==> src/source/img_pkg.sv <==
package img_pkg;

    localparam int img_h   = 28;
    localparam int img_w   = 28;
    localparam int pix_w   = 8;                 // unsigned greyscale
    localparam int addr_w  = 10;                // covers img_h * img_w
    localparam int coord_w = 5;
    localparam int kern_w  = 5;                 // signed, wide enough for the +8 centre tap
    localparam int res_w   = 16;

    typedef logic [pix_w-1:0]          pixel_t;
    typedef logic [addr_w-1:0]         pix_addr_t;
    typedef logic [coord_w-1:0]        coord_t;
    typedef logic signed [kern_w-1:0]  weight_t;
    typedef logic signed [res_w-1:0]   result_t;

    // edge detector, indexed kernel[row][col]
    localparam weight_t kernel [3][3] = '{
        '{-1, -1, -1},
        '{-1,  8, -1},
        '{-1, -1, -1}
    };

endpackage

==> src/source/flow_pkg.sv <==
package flow_pkg;

    import img_pkg::*;

    localparam int buf_depth = 4;               // patch slots in the buffer
    localparam int credit_w  = 3;               // holds 0 .. buf_depth

    // pixels are column-major: pix[col*3 + row]
    typedef struct packed {
        pixel_t [8:0] pix;
        coord_t       row;
        coord_t       col;
        logic         last;                     // final window of the frame
    } patch_t;

endpackage

==> src/source/patch_if.sv <==
`timescale 1ns/100ps

interface patch_if
    import flow_pkg::*;
();

    logic   valid;                              // one patch per pulse
    patch_t patch;
    logic   credit;                             // one freed slot per pulse
    logic   last_seen;                          // frame's final patch is done

    modport sender (
        output valid,
        output patch,
        input  credit,
        input  last_seen
    );

    modport receiver (
        input  valid,
        input  patch,
        output credit,
        output last_seen
    );

endinterface

==> src/source/conv_engine.sv <==
`timescale 1ns/100ps

module conv_engine
    import img_pkg::*;
(
    input  logic      clk,
    input  logic      rst,
    patch_if.receiver in,
    output logic      res_valid,
    input  logic      res_ready,
    output result_t   res_data,
    output coord_t    res_row,
    output coord_t    res_col,
    output logic      res_last
);

    result_t sum;
    logic    accept;

    assign accept = res_valid && res_ready;

    // pixels are unsigned, so widen with a zero sign bit first
    always_comb
    begin
        sum = '0;
        for (int c = 0; c < 3; c++)
            for (int r = 0; r < 3; r++)
                sum += result_t'($signed({1'b0, in.patch.pix[c*3 + r]}))
                     * result_t'(kernel[r][c]);
    end

    always_ff @(posedge clk or negedge rst)
    begin
        if (!rst)
            res_valid <= 1'b0;
        else if (in.valid)
            res_valid <= 1'b1;                   // slot was free when popped
        else if (res_ready)
            res_valid <= 1'b0;
    end

    always_ff @(posedge clk)
    begin
        if (in.valid)
        begin
            res_data <= sum;
            res_row  <= in.patch.row;
            res_col  <= in.patch.col;
            res_last <= in.patch.last;
        end
    end

    assign in.credit    = accept;                // holding slot is free again
    assign in.last_seen = accept && res_last;

endmodule

==> src/flat_wrapper.sv <==
// flat-port wrapper written by rule: the top's interface ports become plain ports
module conv_engine_flat import img_pkg::*;
  (clk, rst, res_valid, res_ready, res_data, res_row, res_col, res_last, in_valid, in_patch, in_credit, in_last_seen);
  patch_if in_i ();
  input  logic clk;
  input  logic rst;
  output logic res_valid;
  input  logic res_ready;
  output result_t res_data;
  output coord_t res_row;
  output coord_t res_col;
  output logic res_last;
  input wire logic [$bits(in_i.valid)-1:0] in_valid;
  input wire logic [$bits(in_i.patch)-1:0] in_patch;
  output wire logic [$bits(in_i.credit)-1:0] in_credit;
  output wire logic [$bits(in_i.last_seen)-1:0] in_last_seen;
  assign in_i.valid = in_valid;
  assign in_i.patch = in_patch;
  assign in_credit = in_i.credit;
  assign in_last_seen = in_i.last_seen;
  conv_engine u_core (.clk(clk), .rst(rst), .in(in_i), .res_valid(res_valid), .res_ready(res_ready), .res_data(res_data), .res_row(res_row), .res_col(res_col), .res_last(res_last));
endmodule
==> config.mk <==
export PLATFORM = sky130hd
export DESIGN_NAME = conv_engine_flat
export DESIGN_NICKNAME = d
export VERILOG_FILES = /design/src/source/img_pkg.sv /design/src/source/flow_pkg.sv /design/src/source/patch_if.sv /design/src/source/conv_engine.sv /design/src/flat_wrapper.sv
export SDC_FILE = /design/constraint.sdc
export NUM_CORES = 1
export LEC_CHECK = 0
export BUFFER_PORTS_ARGS = -buffer_cell sky130_fd_sc_hd__buf_2
export CAP_MARGIN = 20
export CORE_MARGIN = 2
export CORE_UTILIZATION = 46
export CTS_BUF_LIST = sky130_fd_sc_hd__clkbuf_2 sky130_fd_sc_hd__clkbuf_4 sky130_fd_sc_hd__clkbuf_8
export CTS_CLUSTER_SIZE = 8
export DETAILED_ROUTE_END_ITERATION = 8
export PLACE_DENSITY = 0.91
export SLEW_MARGIN = 20
export SYNTH_ARGS = -nofsm -noshare
export SYNTH_HDL_FRONTEND = slang
export SYNTH_SLANG_ARGS = --single-unit
==> constraint.sdc <==
create_clock -name clk -period 0.8 [get_ports clk]
set_input_delay 0.12 -clock clk [delete_from_list [all_inputs] [get_ports clk]]
set_output_delay 0.12 -clock clk [all_outputs]
set_load 0.05 [all_outputs]
[Yosys cells after proc, flatten, opt, wreduce, memory -nomap -nowiden]
Cells that the tools add are included.
Operators by class
  reduce and logical (&&, ||, !) cells: 3
  multiplexer cells: 2
  add/subtract/negate cells: 16
Operators by type and width (count)
  $neg A8 Y16: 8
  $add A16 B16 Y16: 7
  $add A16 B12 Y16: 1
  $logic_and A1 B1 Y1: 2
  $mux W1: 2
  $reduce_bool A2 Y1: 1
Storage, ports and cells
  logic and storage cells: 26
  flip-flop bits (word level): 28
  output and inout port bits: 30
  input port bits: 87

[Depth between registers and ports, before layout]
Gate-level depths: netlist (run 1).
  depth after elaboration: 9
  gate-level depth with buffers: 15
  gate-level depth less buffers: 15

[Worst setup path before layout (run 1)]
No wires, ideal clock.
  path kind: input -> register
  start point: input in_patch[20]
  end point: register u_core.res_data[11], data pin
  setup time: 180 ps
  arrival: 3505 ps
  stages: 13
  required time: 620 ps
  path slack: -2885 ps
  path buffers: 0
  cell sequence: inv_1 -> fa_1 -> fa_1 -> fa_1 -> inv_1 -> fa_1 -> inv_1 -> ha_1 -> a21o_1 -> a21o_1 -> a31oi_1 -> o21ai_1 -> a221oi_1
Between the ends
  word-level cells in the longest chain between the ends: 9
RTL lines
  start, declared: line flat_wrapper.sv:14  | input wire logic [$bits(in_i.patch)-1:0] in_patch;
  $neg A8 Y16: line conv_engine.sv:28  | sum += result_t'($signed({1'b0, in.patch.pix[c*3 + r]}))
  $add A16 B16 Y16 (3 in a row): line conv_engine.sv:28
  $add A16 B12 Y16: line conv_engine.sv:28
  $add A16 B16 Y16 (4 in a row): line conv_engine.sv:28
  named net u_core.sum[11]: line conv_engine.sv:17  | result_t sum;
  end signal, assigned: line conv_engine.sv:46  | res_data <= sum;
  end, declared: line conv_engine.sv:11  | output result_t res_data,
The timed path passes the listed nets, and every way through them passes these cells.
A chain may end at the register's enable or synchronous reset.

[Worst setup path after layout (run 1)]
  start point: input in_patch[60]
  end point: register u_core.res_data[7], data pin
Between the ends
  word-level cells in the longest chain between the ends: 4
RTL lines (line)
  $neg A8 Y16: conv_engine.sv:28
  $add A16 B16 Y16 (3 in a row): conv_engine.sv:28
  named net u_core.sum[7]: conv_engine.sv:17
The timed path passes the listed nets, and every way through them passes these cells.

==> results by group, run 1 <==
Timing
  – Max-slew violation count: 0
  – Fmax: between 200 and 300 MHz
  – Clk_skew: 0 ns
  – Tcrit/Tclk final: 4.270
  – Max_slew headroom: 0.8088
  – Setup_tns: -43.28 ns
  – Slew of the pin with the lowest slew margin: roughly 0.29 ns
  – Crit path time final: 3.416 ns
  – Setup ws final: -2.616 ns
  – RSZ-0062 raised after global routing: yes
  – Final hold vios: 0
  – # setup viols final: 47
  – Hold WS: 0.02212 ns

Die
  – IO Count: 117
  – Die area: roughly 0.007 mm^2
  – Row Count: 28
  – Die W: 83.56 um
  – Initial Utilization: 0.4832
  – Core area: 0.006026 mm^2
  – Die height: between 80 and 90 um

Place
  – Placed cell count: around 480
  – Gpl congestion: 0.8312
  – DP HPWL: 5130 um
  – Port bufs: 116
  – Post-Place Setup Slack: -3.063 ns

Clocking
  – CTS clock-pin slew for the worst setup and hold paths: 0.09 ns
  – CTS tree: built
  – CTS Root Cell: clkbuf_8
  – CTS HTree Levels: 1
  – Clk buf depth: 2
  – Total CTS buffers: 3
  – Clk_lat worst skew: 0.25 ns
  – Sink Count: 28

Synth
  – Post-synth top cells: inv_1 (103), fa_1 (53), edfxtp_1 (27), ha_1 (19), nor2_1 (11)
  – Syn Nets: 424
  – Most common cell in the synthesized netlist: inv_1
  – Avg Cell Area, Syn: 10.99 um^2
  – Post-synth top flop: edfxtp_1
  – Synth area leader: fa_1
  – Post-synth EDFFs: 27
  – Post-Syn Instances: 265
  – YS warnings: 0
  – Top cells by area, synth: fa_1 (36%), edfxtp_1 (28%), inv_1 (13%)
  – Mapped Area: 0.002912 mm^2
  – Top cell type's share of synthesized area: 0.3644
  – Ys async rst share: 0.03571
  – Sequential area share after synthesis: 0.2871
  – Count of cell types in the netlist: 26
  – FF+latch count, synth: 28

Routing
  – Initial drt markers: 22
  – Number of vias per cell: 4.635
  – Remaining antenna violation count: 0
  – Routed WL: roughly 6400 um
  – DR pass1 iterations: 4
  – Vias: 2271
  – DRC violations left: 0
  – Routed len/inst: roughly 13 um

Power and ir drop
  – Total power: 21070 uW
  – Clock share of power: 0.037
  – Psw: 9661 uW
  – Comb pwr share: 0.820
  – Sw Share: 0.4586
  – Leakage: 0.002273 uW
  – Pint: 11400 uW
  – Peak supply drop: 3757 uV
  – Sequential power share: 0.143
  – Cell Pwr Density: 4774 mW/mm^2

Global routing
  – Largest net degree at the start of global routing: 17
  – M1 GR Usage: 0.1984
  – Initial antenna violation count: 0
  – Number of global-route vias before repair: 2569
  – M2 GR Usage: 0.4106
  – Global-route usage over all layers: 0.1885
  – GR Util met3: 0.01682
  – Grt peak-use layer: met2
  – First-pass GRT wire length: 10860 um
  – Grt ovf: 0

Finish
  – Share of layout cells above drive strength 1: 0.4747
  – N_diodes: 0
  – Non-Filler Instances: 490
  – Final net count: 575
  – FILL cells: ~410
  – Area growth syn-to-layout: 51.57%

Setup path
  – CP peak stage delay: between 0.5 and 0.6 ns
  – Most used cell, CP: fa_1
  – Critical path class: input port to register
  – Critical Path Fanout Max: 3
  – Worst-path cell chain: buf_6, inv_4, fa_1, fa_1, fa_1, inv_1, fa_1, inv_2, ha_4, a21o_1, a21o_1, a31oi_2, o21ai_2, xor2_1
  – Critical Path End Type: register
  – Critical Path RT: 0.82 ns
  – Arr. time, crit path: roughly 3.4 ns
  – Crit-path slowest cell: fa_1
  – CP delay by family, top: adder cells
  – Buf/Inv on CP: 4
  – Startpoint Class: input port

Flow run
  – Max_cap viols: 0

Run status
  – Failing checks: setup timing
  – Outcome: finished, violations left

Min path
  – Min-Delay Path Class: input port to register
[final cells by class]
cell class,count,area (um^2),share of cell area
Multi-Input combinational cell,134,1909,0.4327
Inverter,103,406.6,0.09215
Sequential cell,28,837.1,0.1897
Timing Repair Buffer,146,1117,0.2532
Clock buffer,4,48.80,0.01106
Tap cell,75,93.84,0.02126
[worst reg2reg max path: cells and delay by family (launching register included)]
kind	cells	cell delay [ns]
AOI/OAI and AO/OA	1	0.17
buffers and inverters	2	0.23
DFF	1	0.43
[final timing paths]
check / start / endpoint / slack, ns / cells after the start
max: in_patch[60] / u_core.res_data[7]$_DFFE_PP_ / -2.62 / 14
min: in_patch[8] / u_core.res_row[2]$_DFFE_PP_ / 0.02 / 1
max reg2reg: u_core.res_valid$_DFFE_PN0P_ / u_core.res_valid$_DFFE_PN0P_ / -0.14 / 3
min reg2reg: u_core.res_valid$_DFFE_PN0P_ / u_core.res_valid$_DFFE_PN0P_ / 0.73 / 3
max in group asynchronous: rst / u_core.res_valid$_DFFE_PN0P_ / 0.51 / 2
min in group asynchronous: rst / u_core.res_valid$_DFFE_PN0P_ / 0.19 / 2
[repair_timing]
action | CTS | global route
gates resized for setup | 95 | 17
endpoints found under the setup margin | 47 | 47
hold endpoints to repair | 1 | 0
hold buffers | 1 | 0
pin swaps | 34 | 18
setup buffers | 2 | 4
[logic make-up (layout without fill, tap and decap cells)]
kind of cell | count (synthesis) | after routing | synth area share
adders and majority gates | 72 | 72 | 0.4461
buffers and inverters | 103 | 253 | 0.1328
DFF | 28 | 28 | 0.2871
and+or+nand+nor | 21 | 21 | 0.03051
muxes | 1 | 1 | 0.003867
xor gates and xnor gates | 12 | 12 | 0.03610
AOI/OAI and AO/OA | 28 | 28 | 0.06360
[power groups by stage]
stage               Clock, uW  Combinational [uW]  Sequential [uW]
global route              868               18900             3050
detailed placement          0               14700             2900
finish                    781               17300             3000
CTS                       796               16300             3000
global placement            0               14200             2900
floorplan                   0                8720             4580
[flip-flops by register name, summed over array words and instances (netlist names)]
register and count:
u_core.res_col 5, u_core.res_data 16, u_core.res_last 1, u_core.res_row 5, u_core.res_valid 1
[per-stage QoR]
stage / area, um^2 / utilization
floorplan: 3023 / -
global placement: 3910 / 0.6489
detailed placement: 3910 / 0.6489
CTS: 4298 / 0.7132
global route: 4413 / 0.7324
finish: 4413 / 0.7324
[routing by layer]
metal,routed length [um],vias to the layer above,share of wire
li1,-,1083,-
met1,2262,1108,0.36
met2,3815,76,0.60
met3,249,4,0.039
met4,42,0,0.0066
met5,0,-,0
[layout by cell type (no fill, tap or decap), types with 2 or more instances in the layout]
cell type	instances
xor2_1	6
o21ai_2	3
a221oi_2	2
ha_4	8
inv_8	2
clkbuf_8	3
buf_4	22
inv_1	88
buf_8	4
buf_2	76
a21o_1	7
buf_6	41
a21oi_2	6
o31ai_2	2
inv_2	11
a31oi_2	2
ha_1	11
xnor2_1	5
fa_1	52
nand2_1	5
inv_4	2
buf_12	2
edfxtp_1	27
nor2_1	10
(Power assumes the default switching activity.)
==> inputs of run 2 (changes only) <==
Settings changed: CELL_PAD_IN_SITES_DETAIL_PLACEMENT set to 1, CELL_PAD_IN_SITES_GLOBAL_PLACEMENT set to 1, CORE_UTILIZATION 46 to 34, PLACE_DENSITY 0.91 to 0.89, SETUP_SLACK_MARGIN set to 0.2, SLEW_MARGIN 20 to 10.
==> run 2 against run 1 <==
Compared with the run above:
- the run still ends with setup timing left
- clock power is 41% higher
- cell area is 2.3% higher
- hold slack worse by 0.0058 ns
- critical path type unchanged
- critical endpoint is now u_core.res_data[8]$_DFFE_PP_
==> results by group, run 2 (synthesis results as in run 1) <==
Clocking
  – Clk buf depth: 2 (unchanged)
  – CTS tree: built
  – CTS HTree Levels: 1 (unchanged)
  – Total CTS buffers: 3 (unchanged)
  – Sink Count: 28 (unchanged)
  – CTS clock-pin slew for the worst setup and hold paths: 0.09 ns (about the same)
  – CTS Root Cell: clkbuf_8
  – Clk_lat worst skew: 0.27 ns (+0.02 ns)

Power and ir drop
  – Sw Share: 0.4616 (+0.002940)
  – Leakage: 0.002302 uW (+1.3%)
  – Pint: 12620 uW (+11%)
  – Sequential power share: 0.127 (-0.016)
  – Peak supply drop: 2345 uV (-38%)
  – Cell Pwr Density: 5191 mW/mm^2 (+8.7%)
  – Clock share of power: 0.047 (+0.010)
  – Psw: 10820 uW (+12%)
  – Comb pwr share: 0.826 (+0.006)

Min path
  – Min-Delay Path Class: input port to register
  – Hold endpoint: u_core.res_col[4]$_DFFE_PP_
  – WHS Path Cells: 1 (unchanged)
  – Worst Hold Launch: in_patch[5]

Setup path
  – RR Endpoint: u_core.res_valid$_DFFE_PN0P_
  – Critical path class: input port to register
  – CP peak stage delay: 0.58 ns (+0.03 ns)
  – Worst setup path start: in_patch[68]
  – FF-to-FF Start: u_core.res_valid$_DFFE_PN0P_
  – Arr. time, crit path: 3.47 ns (+0.03 ns)
  – Critical Path Fanout Max: 4 (+1)
  – Worst-path cell chain: buf_8, clkinv_8, fa_2, fa_1, fa_1, inv_2, fa_2, inv_2, ha_4, o211ai_1, a21oi_2, o41ai_2, xnor2_1
  – Slack of the worst reg-to-reg path: 0.10 ns (+0.24 ns)
  – Critical Path End Type: register
  – Crit-path slowest cell: fa_2
  – Critical Path RT: 0.83 ns (about the same)
  – Reg2Reg Depth: 1 (-2)
  – Startpoint Class: input port

Die
  – Die W: 96.54 um (+16%)
  – Die area: 0.009320 mm^2 (+33%)
  – Die height: 96.54 um (+16%)
  – Core area: 0.008258 mm^2 (+37%)
  – Initial Utilization: 0.3526 (-0.1306)
  – IO Count: 117 (unchanged)
  – Row Count: 33 (+18%)

Global routing
  – First-pass GRT wire length: 11690 um (+7.6%)
  – Largest net degree at the start of global routing: 29 (+12)
  – Initial antenna violation count: 0 (unchanged)
  – Global-route usage over all layers: 0.1623 (-0.02621)
  – Grt ovf: 0 (unchanged)
  – Number of global-route vias before repair: 2649 (+3.1%)

Routing
  – Routed WL: 7472 um (+17%)
  – Number of vias per cell: 4.474 (-3.5%)
  – Vias: 2331 (+2.6%)
  – Remaining antenna violation count: 0 (unchanged)
  – Routed len/inst: 14.34 um (+10%)
  – DR pass1 iterations: 4 (unchanged)
  – Initial drt markers: 34 (+55%)
  – DRC violations left: 0 (unchanged)

Timing
  – Max_slew headroom: 0.8128 (+0.003928)
  – # setup viols final: 46 (-2.1%)
  – Slew of the pin with the lowest slew margin: 0.2796 ns (-0.005408 ns)
  – Hold WS: 0.01631 ns (-0.005809 ns)
  – Setup ws final: -2.643 ns (-0.02708 ns)
  – Fmax: 290.4 MHz (-0.79%)
  – Tcrit/Tclk final: 4.304 (+0.03385)
  – Clk_skew: 0 ns (unchanged)
  – RSZ-0062 raised after global routing: yes
  – Final hold vios: 0 (unchanged)
  – Crit path time final: 3.443 ns (+0.02708 ns)
  – Max-slew violation count: 0 (unchanged)

Finish
  – Final core utilization: 0.5468 (-0.1855)
  – N_diodes: 0 (unchanged)
  – Most frequent cells in the layout: inv_1 (90), buf_2 (78), fa_1 (51), buf_6 (38), edfxtp_1 (27)
  – Share of layout cells above drive strength 1: 0.4808 (+0.006070)
  – Largest register by flop count: u_core.res_data
  – Leading cell type in the layout, fill and taps excluded: inv_1
  – Reg area: 837.1 um^2 (unchanged)
  – Final net count: 576 (+0.17%)
  – Largest regs: u_core.res_data: 16 flops, u_core.res_col: 5 flops, u_core.res_row: 5 flops
  – Final instance area: 0.004516 mm^2 (+2.3%)
  – FILL cells: 913 (+120%)
  – Area growth syn-to-layout: 55.09%
  – Area of the multi-input gates: 0.001953 mm^2 (+2.3%)
  – Max reg flops: 16 (unchanged)

Flow run
  – Max_cap viols: 0 (unchanged)

Place
  – Port bufs: 116 (unchanged)
  – Gpl congestion: 0.8118 (-2.3%)
  – DP HPWL: 6175 um (+20%)
  – Post-Place Setup Slack: -3.173 ns (-0.1107 ns)
  – Dpl cell area: 0.003928 mm^2 (+0.45%)

Run status
  – Failing checks: setup timing
  – Outcome: finished, violations left
run 2: changes by cell type in the layout (fill, tap and decap cells not counted), sizes merged:
cell and change:
inv -1, buf +1, bufinv +1, clkinv +1, clkbuf -1
run 2: through the flow:
stage	power [uW]	setup TNS [ns]	instances
after global routing	25340	-46.73	521
after CTS	21480	-44.38	516
after detailed placement	18270	-45.73	510
after global placement	17430	-44.17	510
final	23440	-44.08	521
after floorplan	13300	-39.31	265
run 2: per-layer routing:
layer | up-vias | global-route usage | wire length (um) | part of all wire
met3 | 2 | 0.01939 | 301 | 0.040
met2 | 62 | 0.3501 | 4732 | 0.63
met5 | - | 0 | 0 | 0
met1 | 1188 | 0.1689 | 2421 | 0.32
met4 | 0 | 0.01408 | 17 | 0.0023
li1 | 1079 | - | - | -
run 2: worst max path at each step:
stage,slack [ns],cells past startpoint,endpoint
floorplan,-2.70,13,u_core.res_data[7]$_DFFE_PP_
global placement,-2.99,14,u_core.res_data[7]$_DFFE_PP_
detailed placement,-3.17,14,u_core.res_data[11]$_DFFE_PP_
CTS,-2.66,14,u_core.res_data[9]$_DFFE_PP_
global route,-2.76,13,u_core.res_data[8]$_DFFE_PP_
finish,-2.64,13,u_core.res_data[8]$_DFFE_PP_
run 2: critical path: cells and delay by family:
family / cells / cell delay (ns)
buffers and inverters: 4 / 0.25
adder cells (fa/ha/maj): 5 / 2.24
AO/OA/AOI/OAI: 3 / 0.76
XOR/XNOR: 1 / 0.10
run 2: what timing repair did:
action | CTS | global route
pin swaps | 25 | 23
hold endpoints to repair | 1 | 0
cloned | 0 | 0
resized for setup | 89 | 30
hold buffers | 1 | 0
setup endpoints to repair | 47 | 47
setup buffers | 1 | 5
run 2: cell type report:
cell class | instances | area share
clock buffers | 3 | 0.009144
inverters | 103 | 0.09116
multi-input cells | 134 | 0.4325
flip-flops and latches | 28 | 0.1854
repair buffers | 147 | 0.2461
well taps | 105 | 0.02909
clock inverters | 1 | 0.006650
run 2: power groups by stage:
| stage | combinational [uW] | sequential (uW) | clock, uW |
|---|---|---|---|
| finish | 19400 | 2980 | 1100 |
| global placement | 14500 | 2890 | 0 |
| detailed placement | 15400 | 2910 | 0 |
| global route | 21200 | 3030 | 1160 |
| floorplan | 8720 | 4580 | 0 |
| CTS | 17400 | 3000 | 1130 |
==> inputs of run 3 (changes only) <==
--- a/config.mk
+++ b/config.mk
@@ -6,4 +6,5 @@
 export NUM_CORES = 1
 export LEC_CHECK = 0
+export ABC_CLOCK_PERIOD_IN_PS = 800
 export BUFFER_PORTS_ARGS = -buffer_cell sky130_fd_sc_hd__buf_2
 export CAP_MARGIN = 20
==> constraint.sdc (replaced) <==
create_clock -name clk -period 0.8 [get_ports clk]
set_input_delay 0.12 -clock clk [delete_from_list [all_inputs] [get_ports clk]]
set_output_delay 0.12 -clock clk [all_outputs]
set_load 0.02 [all_outputs]
==> run 3 against run 2 <==
Compared with the run above:
- the flow still finishes with violations (setup timing)
- final cell count is 0.38% higher
- worst setup slack improved by 0.0018 ns
- non-clock buffer count is 2 higher
- critical path type unchanged
- critical endpoint unchanged
- largest cell class unchanged
==> results by group, run 3 (synthesis results as in run 1) <==
Finish
  – Final core utilization: 0.5355 (-0.01136)
  – N_diodes: 0 (unchanged)
  – Leading cell type in the layout, fill and taps excluded: buf_2
  – Most frequent cells in the layout: buf_2 (86), inv_1 (85), fa_1 (52), buf_6 (37), edfxtp_1 (27)
  – Final net count: 578 (+0.35%)
  – FILL cells: 946 (+3.6%)
  – Non-Filler Instances: 523 (+0.38%)
  – Largest register by flop count: u_core.res_data
  – Largest regs: u_core.res_data: 16 flops, u_core.res_col: 5 flops, u_core.res_row: 5 flops
  – Final instance area: 0.004422 mm^2 (-2.1%)
  – Area growth syn-to-layout: 51.87%
  – Share of layout cells above drive strength 1: 0.4856 (+0.004877)
  – Max reg flops: 16 (unchanged)

Timing
  – Slew of the pin with the lowest slew margin: 0.2622 ns (-0.01742 ns)
  – Clk_skew: 0 ns (unchanged)
  – Max_slew headroom: 0.8233 (+0.01052)
  – # setup viols final: 47 (+2.2%)
  – Max-slew violation count: 0 (unchanged)
  – Setup ws final: -2.641 ns (+0.001760 ns)
  – Tcrit/Tclk final: 4.301 (about the same)
  – Hold WS: 0.01830 ns (+0.001993 ns)
  – RSZ-0062 raised after global routing: yes
  – Final hold vios: 0 (unchanged)
  – Crit path time final: 3.441 ns (-0.001760 ns)
  – Fmax: 290.6 MHz (about the same)

Global routing
  – Largest net degree at the start of global routing: 20 (-31%)
  – Initial antenna violation count: 0 (unchanged)
  – Grt ovf: 0 (unchanged)
  – Number of global-route vias before repair: 2603 (-1.7%)
  – First-pass GRT wire length: 10940 um (-6.4%)
  – Global-route usage over all layers: 0.1490 (-0.01333)

Routing
  – Number of vias per cell: 4.342 (-2.9%)
  – Routed len/inst: 13.02 um (-9.2%)
  – Vias: 2271 (-2.6%)
  – Remaining antenna violation count: 0 (unchanged)
  – Initial drt markers: 47 (+38%)
  – DR pass1 iterations: 4 (unchanged)
  – DRC violations left: 0 (unchanged)
  – Routed WL: 6810 um (-8.9%)

Setup path
  – Reg2Reg Depth: 4 (+3)
  – Critical Path Fanout Max: 3 (-1)
  – Critical path class: input port to register
  – Arr. time, crit path: 3.47 ns (about the same)
  – FF-to-FF Start: u_core.res_valid$_DFFE_PN0P_
  – Worst setup endpoint: u_core.res_data[8]$_DFFE_PP_
  – CP delay by family, top: adder cells
  – RR Endpoint: u_core.res_valid$_DFFE_PN0P_
  – Slack of the worst reg-to-reg path: -0.19 ns (-0.29 ns)
  – CP peak stage delay: 0.54 ns (-0.04 ns)
  – Critical Path End Type: register
  – Worst-path cell chain: buf_8, inv_4, fa_1, fa_1, fa_1, inv_2, fa_1, buf_4, ha_4, o211ai_1, a21oi_2, o41ai_2, xnor2_1
  – Critical Path RT: 0.83 ns (about the same)
  – Worst path depth: 13 (unchanged)
  – Buf/Inv on CP: 4 (unchanged)
  – Most used cell, CP: fa_1
  – Startpoint Class: input port
  – Worst setup path start: in_patch[60]
  – Crit-path slowest cell: fa_1

Clocking
  – CTS tree: built
  – CTS Root Cell: clkbuf_8
  – Total CTS buffers: 3 (unchanged)
  – CTS clock-pin slew for the worst setup and hold paths: 0.10 ns (about the same)
  – CTS HTree Levels: 1 (unchanged)
  – Clk buf depth: 2 (unchanged)
  – Clk_lat worst skew: 0.26 ns (about the same)
  – Sink Count: 28 (unchanged)

Power and ir drop
  – Clock share of power: 0.036 (-0.011)
  – Cell Pwr Density: 4843 mW/mm^2 (-6.7%)
  – Pint: 12060 uW (-4.5%)
  – Leakage: 0.002258 uW (-1.9%)
  – Sequential power share: 0.139 (+0.012)
  – Psw: 9357 uW (-14%)
  – Sw Share: 0.4370 (-0.02460)
  – Peak supply drop: 2348 uV (about the same)
  – Comb pwr share: 0.826 (about the same)

Place
  – Placed cell count: 512 (+0.39%)
  – Port bufs: 116 (unchanged)
  – Gpl congestion: 0.7938 (-2.2%)
  – Dpl cell area: 0.003943 mm^2 (+0.38%)
  – DP HPWL: 5798 um (-6.1%)

Min path
  – Min-Delay Path Class: input port to register

Die
  – Initial Utilization: 0.3526 (unchanged)
  – Die height: 96.54 um (unchanged)
  – Die W: 96.54 um (unchanged)
  – Row Count: 33 (unchanged)
  – Core area: 0.008258 mm^2 (unchanged)
  – IO Count: 117 (unchanged)
  – Die area: 0.009320 mm^2 (unchanged)

Flow run
  – Max_cap viols: 0 (unchanged)

Run status
  – Failing checks: setup timing
  – Outcome: finished, violations left
[run 3: cell count changes in the layout (fill, tap and decap cells not counted), moves of 2 or more]
| cell | delta |
|---|---|
| buf_2 | +8 |
| buf_8 | -5 |
| inv_1 | -5 |
| inv_2 | +5 |
| xnor2_1 | +2 |
| xnor2_2 | -2 |
[run 3: final cells by class]
type                            instances  area, um^2  share of cell area
Clock buffer                            3       41.29            0.009338
Sequential cell                        28       837.1              0.1893
Tap cell                              105       131.4             0.02971
Multi-Input combinational cell        134        1937              0.4380
Clock inverter                          1       3.754           0.0008489
Inverter                              103       406.6             0.09196
Timing Repair Buffer                  149        1065              0.2408
[run 3: worst min-delay path by stage]
stage           startpoint                      endpoint  slack, ns  cells past startpoint
3_5_place_dp           rst  u_core.res_valid$_DFFE_PN0P_      -0.10                      1
2_1_floorplan          rst  u_core.res_valid$_DFFE_PN0P_      -0.18                      0
5_1_grt        in_patch[9]   u_core.res_row[3]$_DFFE_PP_      0.004                      1
6_report       in_patch[2]   u_core.res_col[1]$_DFFE_PP_       0.02                      1
3_3_place_gp           rst  u_core.res_valid$_DFFE_PN0P_      -0.10                      1
4_1_cts        in_patch[3]   u_core.res_col[2]$_DFFE_PP_       0.01                      1
[run 3: repair_timing]
item / 4_1_cts / 5_1_grt
setup buffers: 2 / 4
pin swaps: 29 / 34
endpoints found under the hold margin: 1 / 0
hold buffers: 1 / 0
endpoints found under the setup margin: 47 / 47
resized for setup: 46 / 57
[run 3: routing by layer]
layer  wire length [um]  track usage  vias to the layer above
li1                   -            -                     1087
met1               2351       0.1582                     1119
met2               4162       0.3223                       61
met5                  0            0                        -
met4                 25     0.007042                        0
met3                270      0.01552                        4
[run 3: per-stage QoR]
stage | setup slack (ns) | setup TNS [ns] | power [uW]
after floorplan | -2.701 | -38.89 | 12240
after global placement | -2.991 | -43.89 | 16450
after detailed placement | -3.018 | -44.35 | 17000
after CTS | -2.697 | -44.00 | 19210
after global routing | -2.776 | -46.01 | 23370
final | -2.641 | -43.03 | 21410
[run 3: power by group through the flow]
stage	Combinational (uW)	Sequential, uW	Clock, uW
floorplan	8710	3530	0
global placement	13500	2910	0
detailed placement	14100	2900	0
CTS	15500	2910	786
global route	19500	3000	844
finish	17700	2970	768
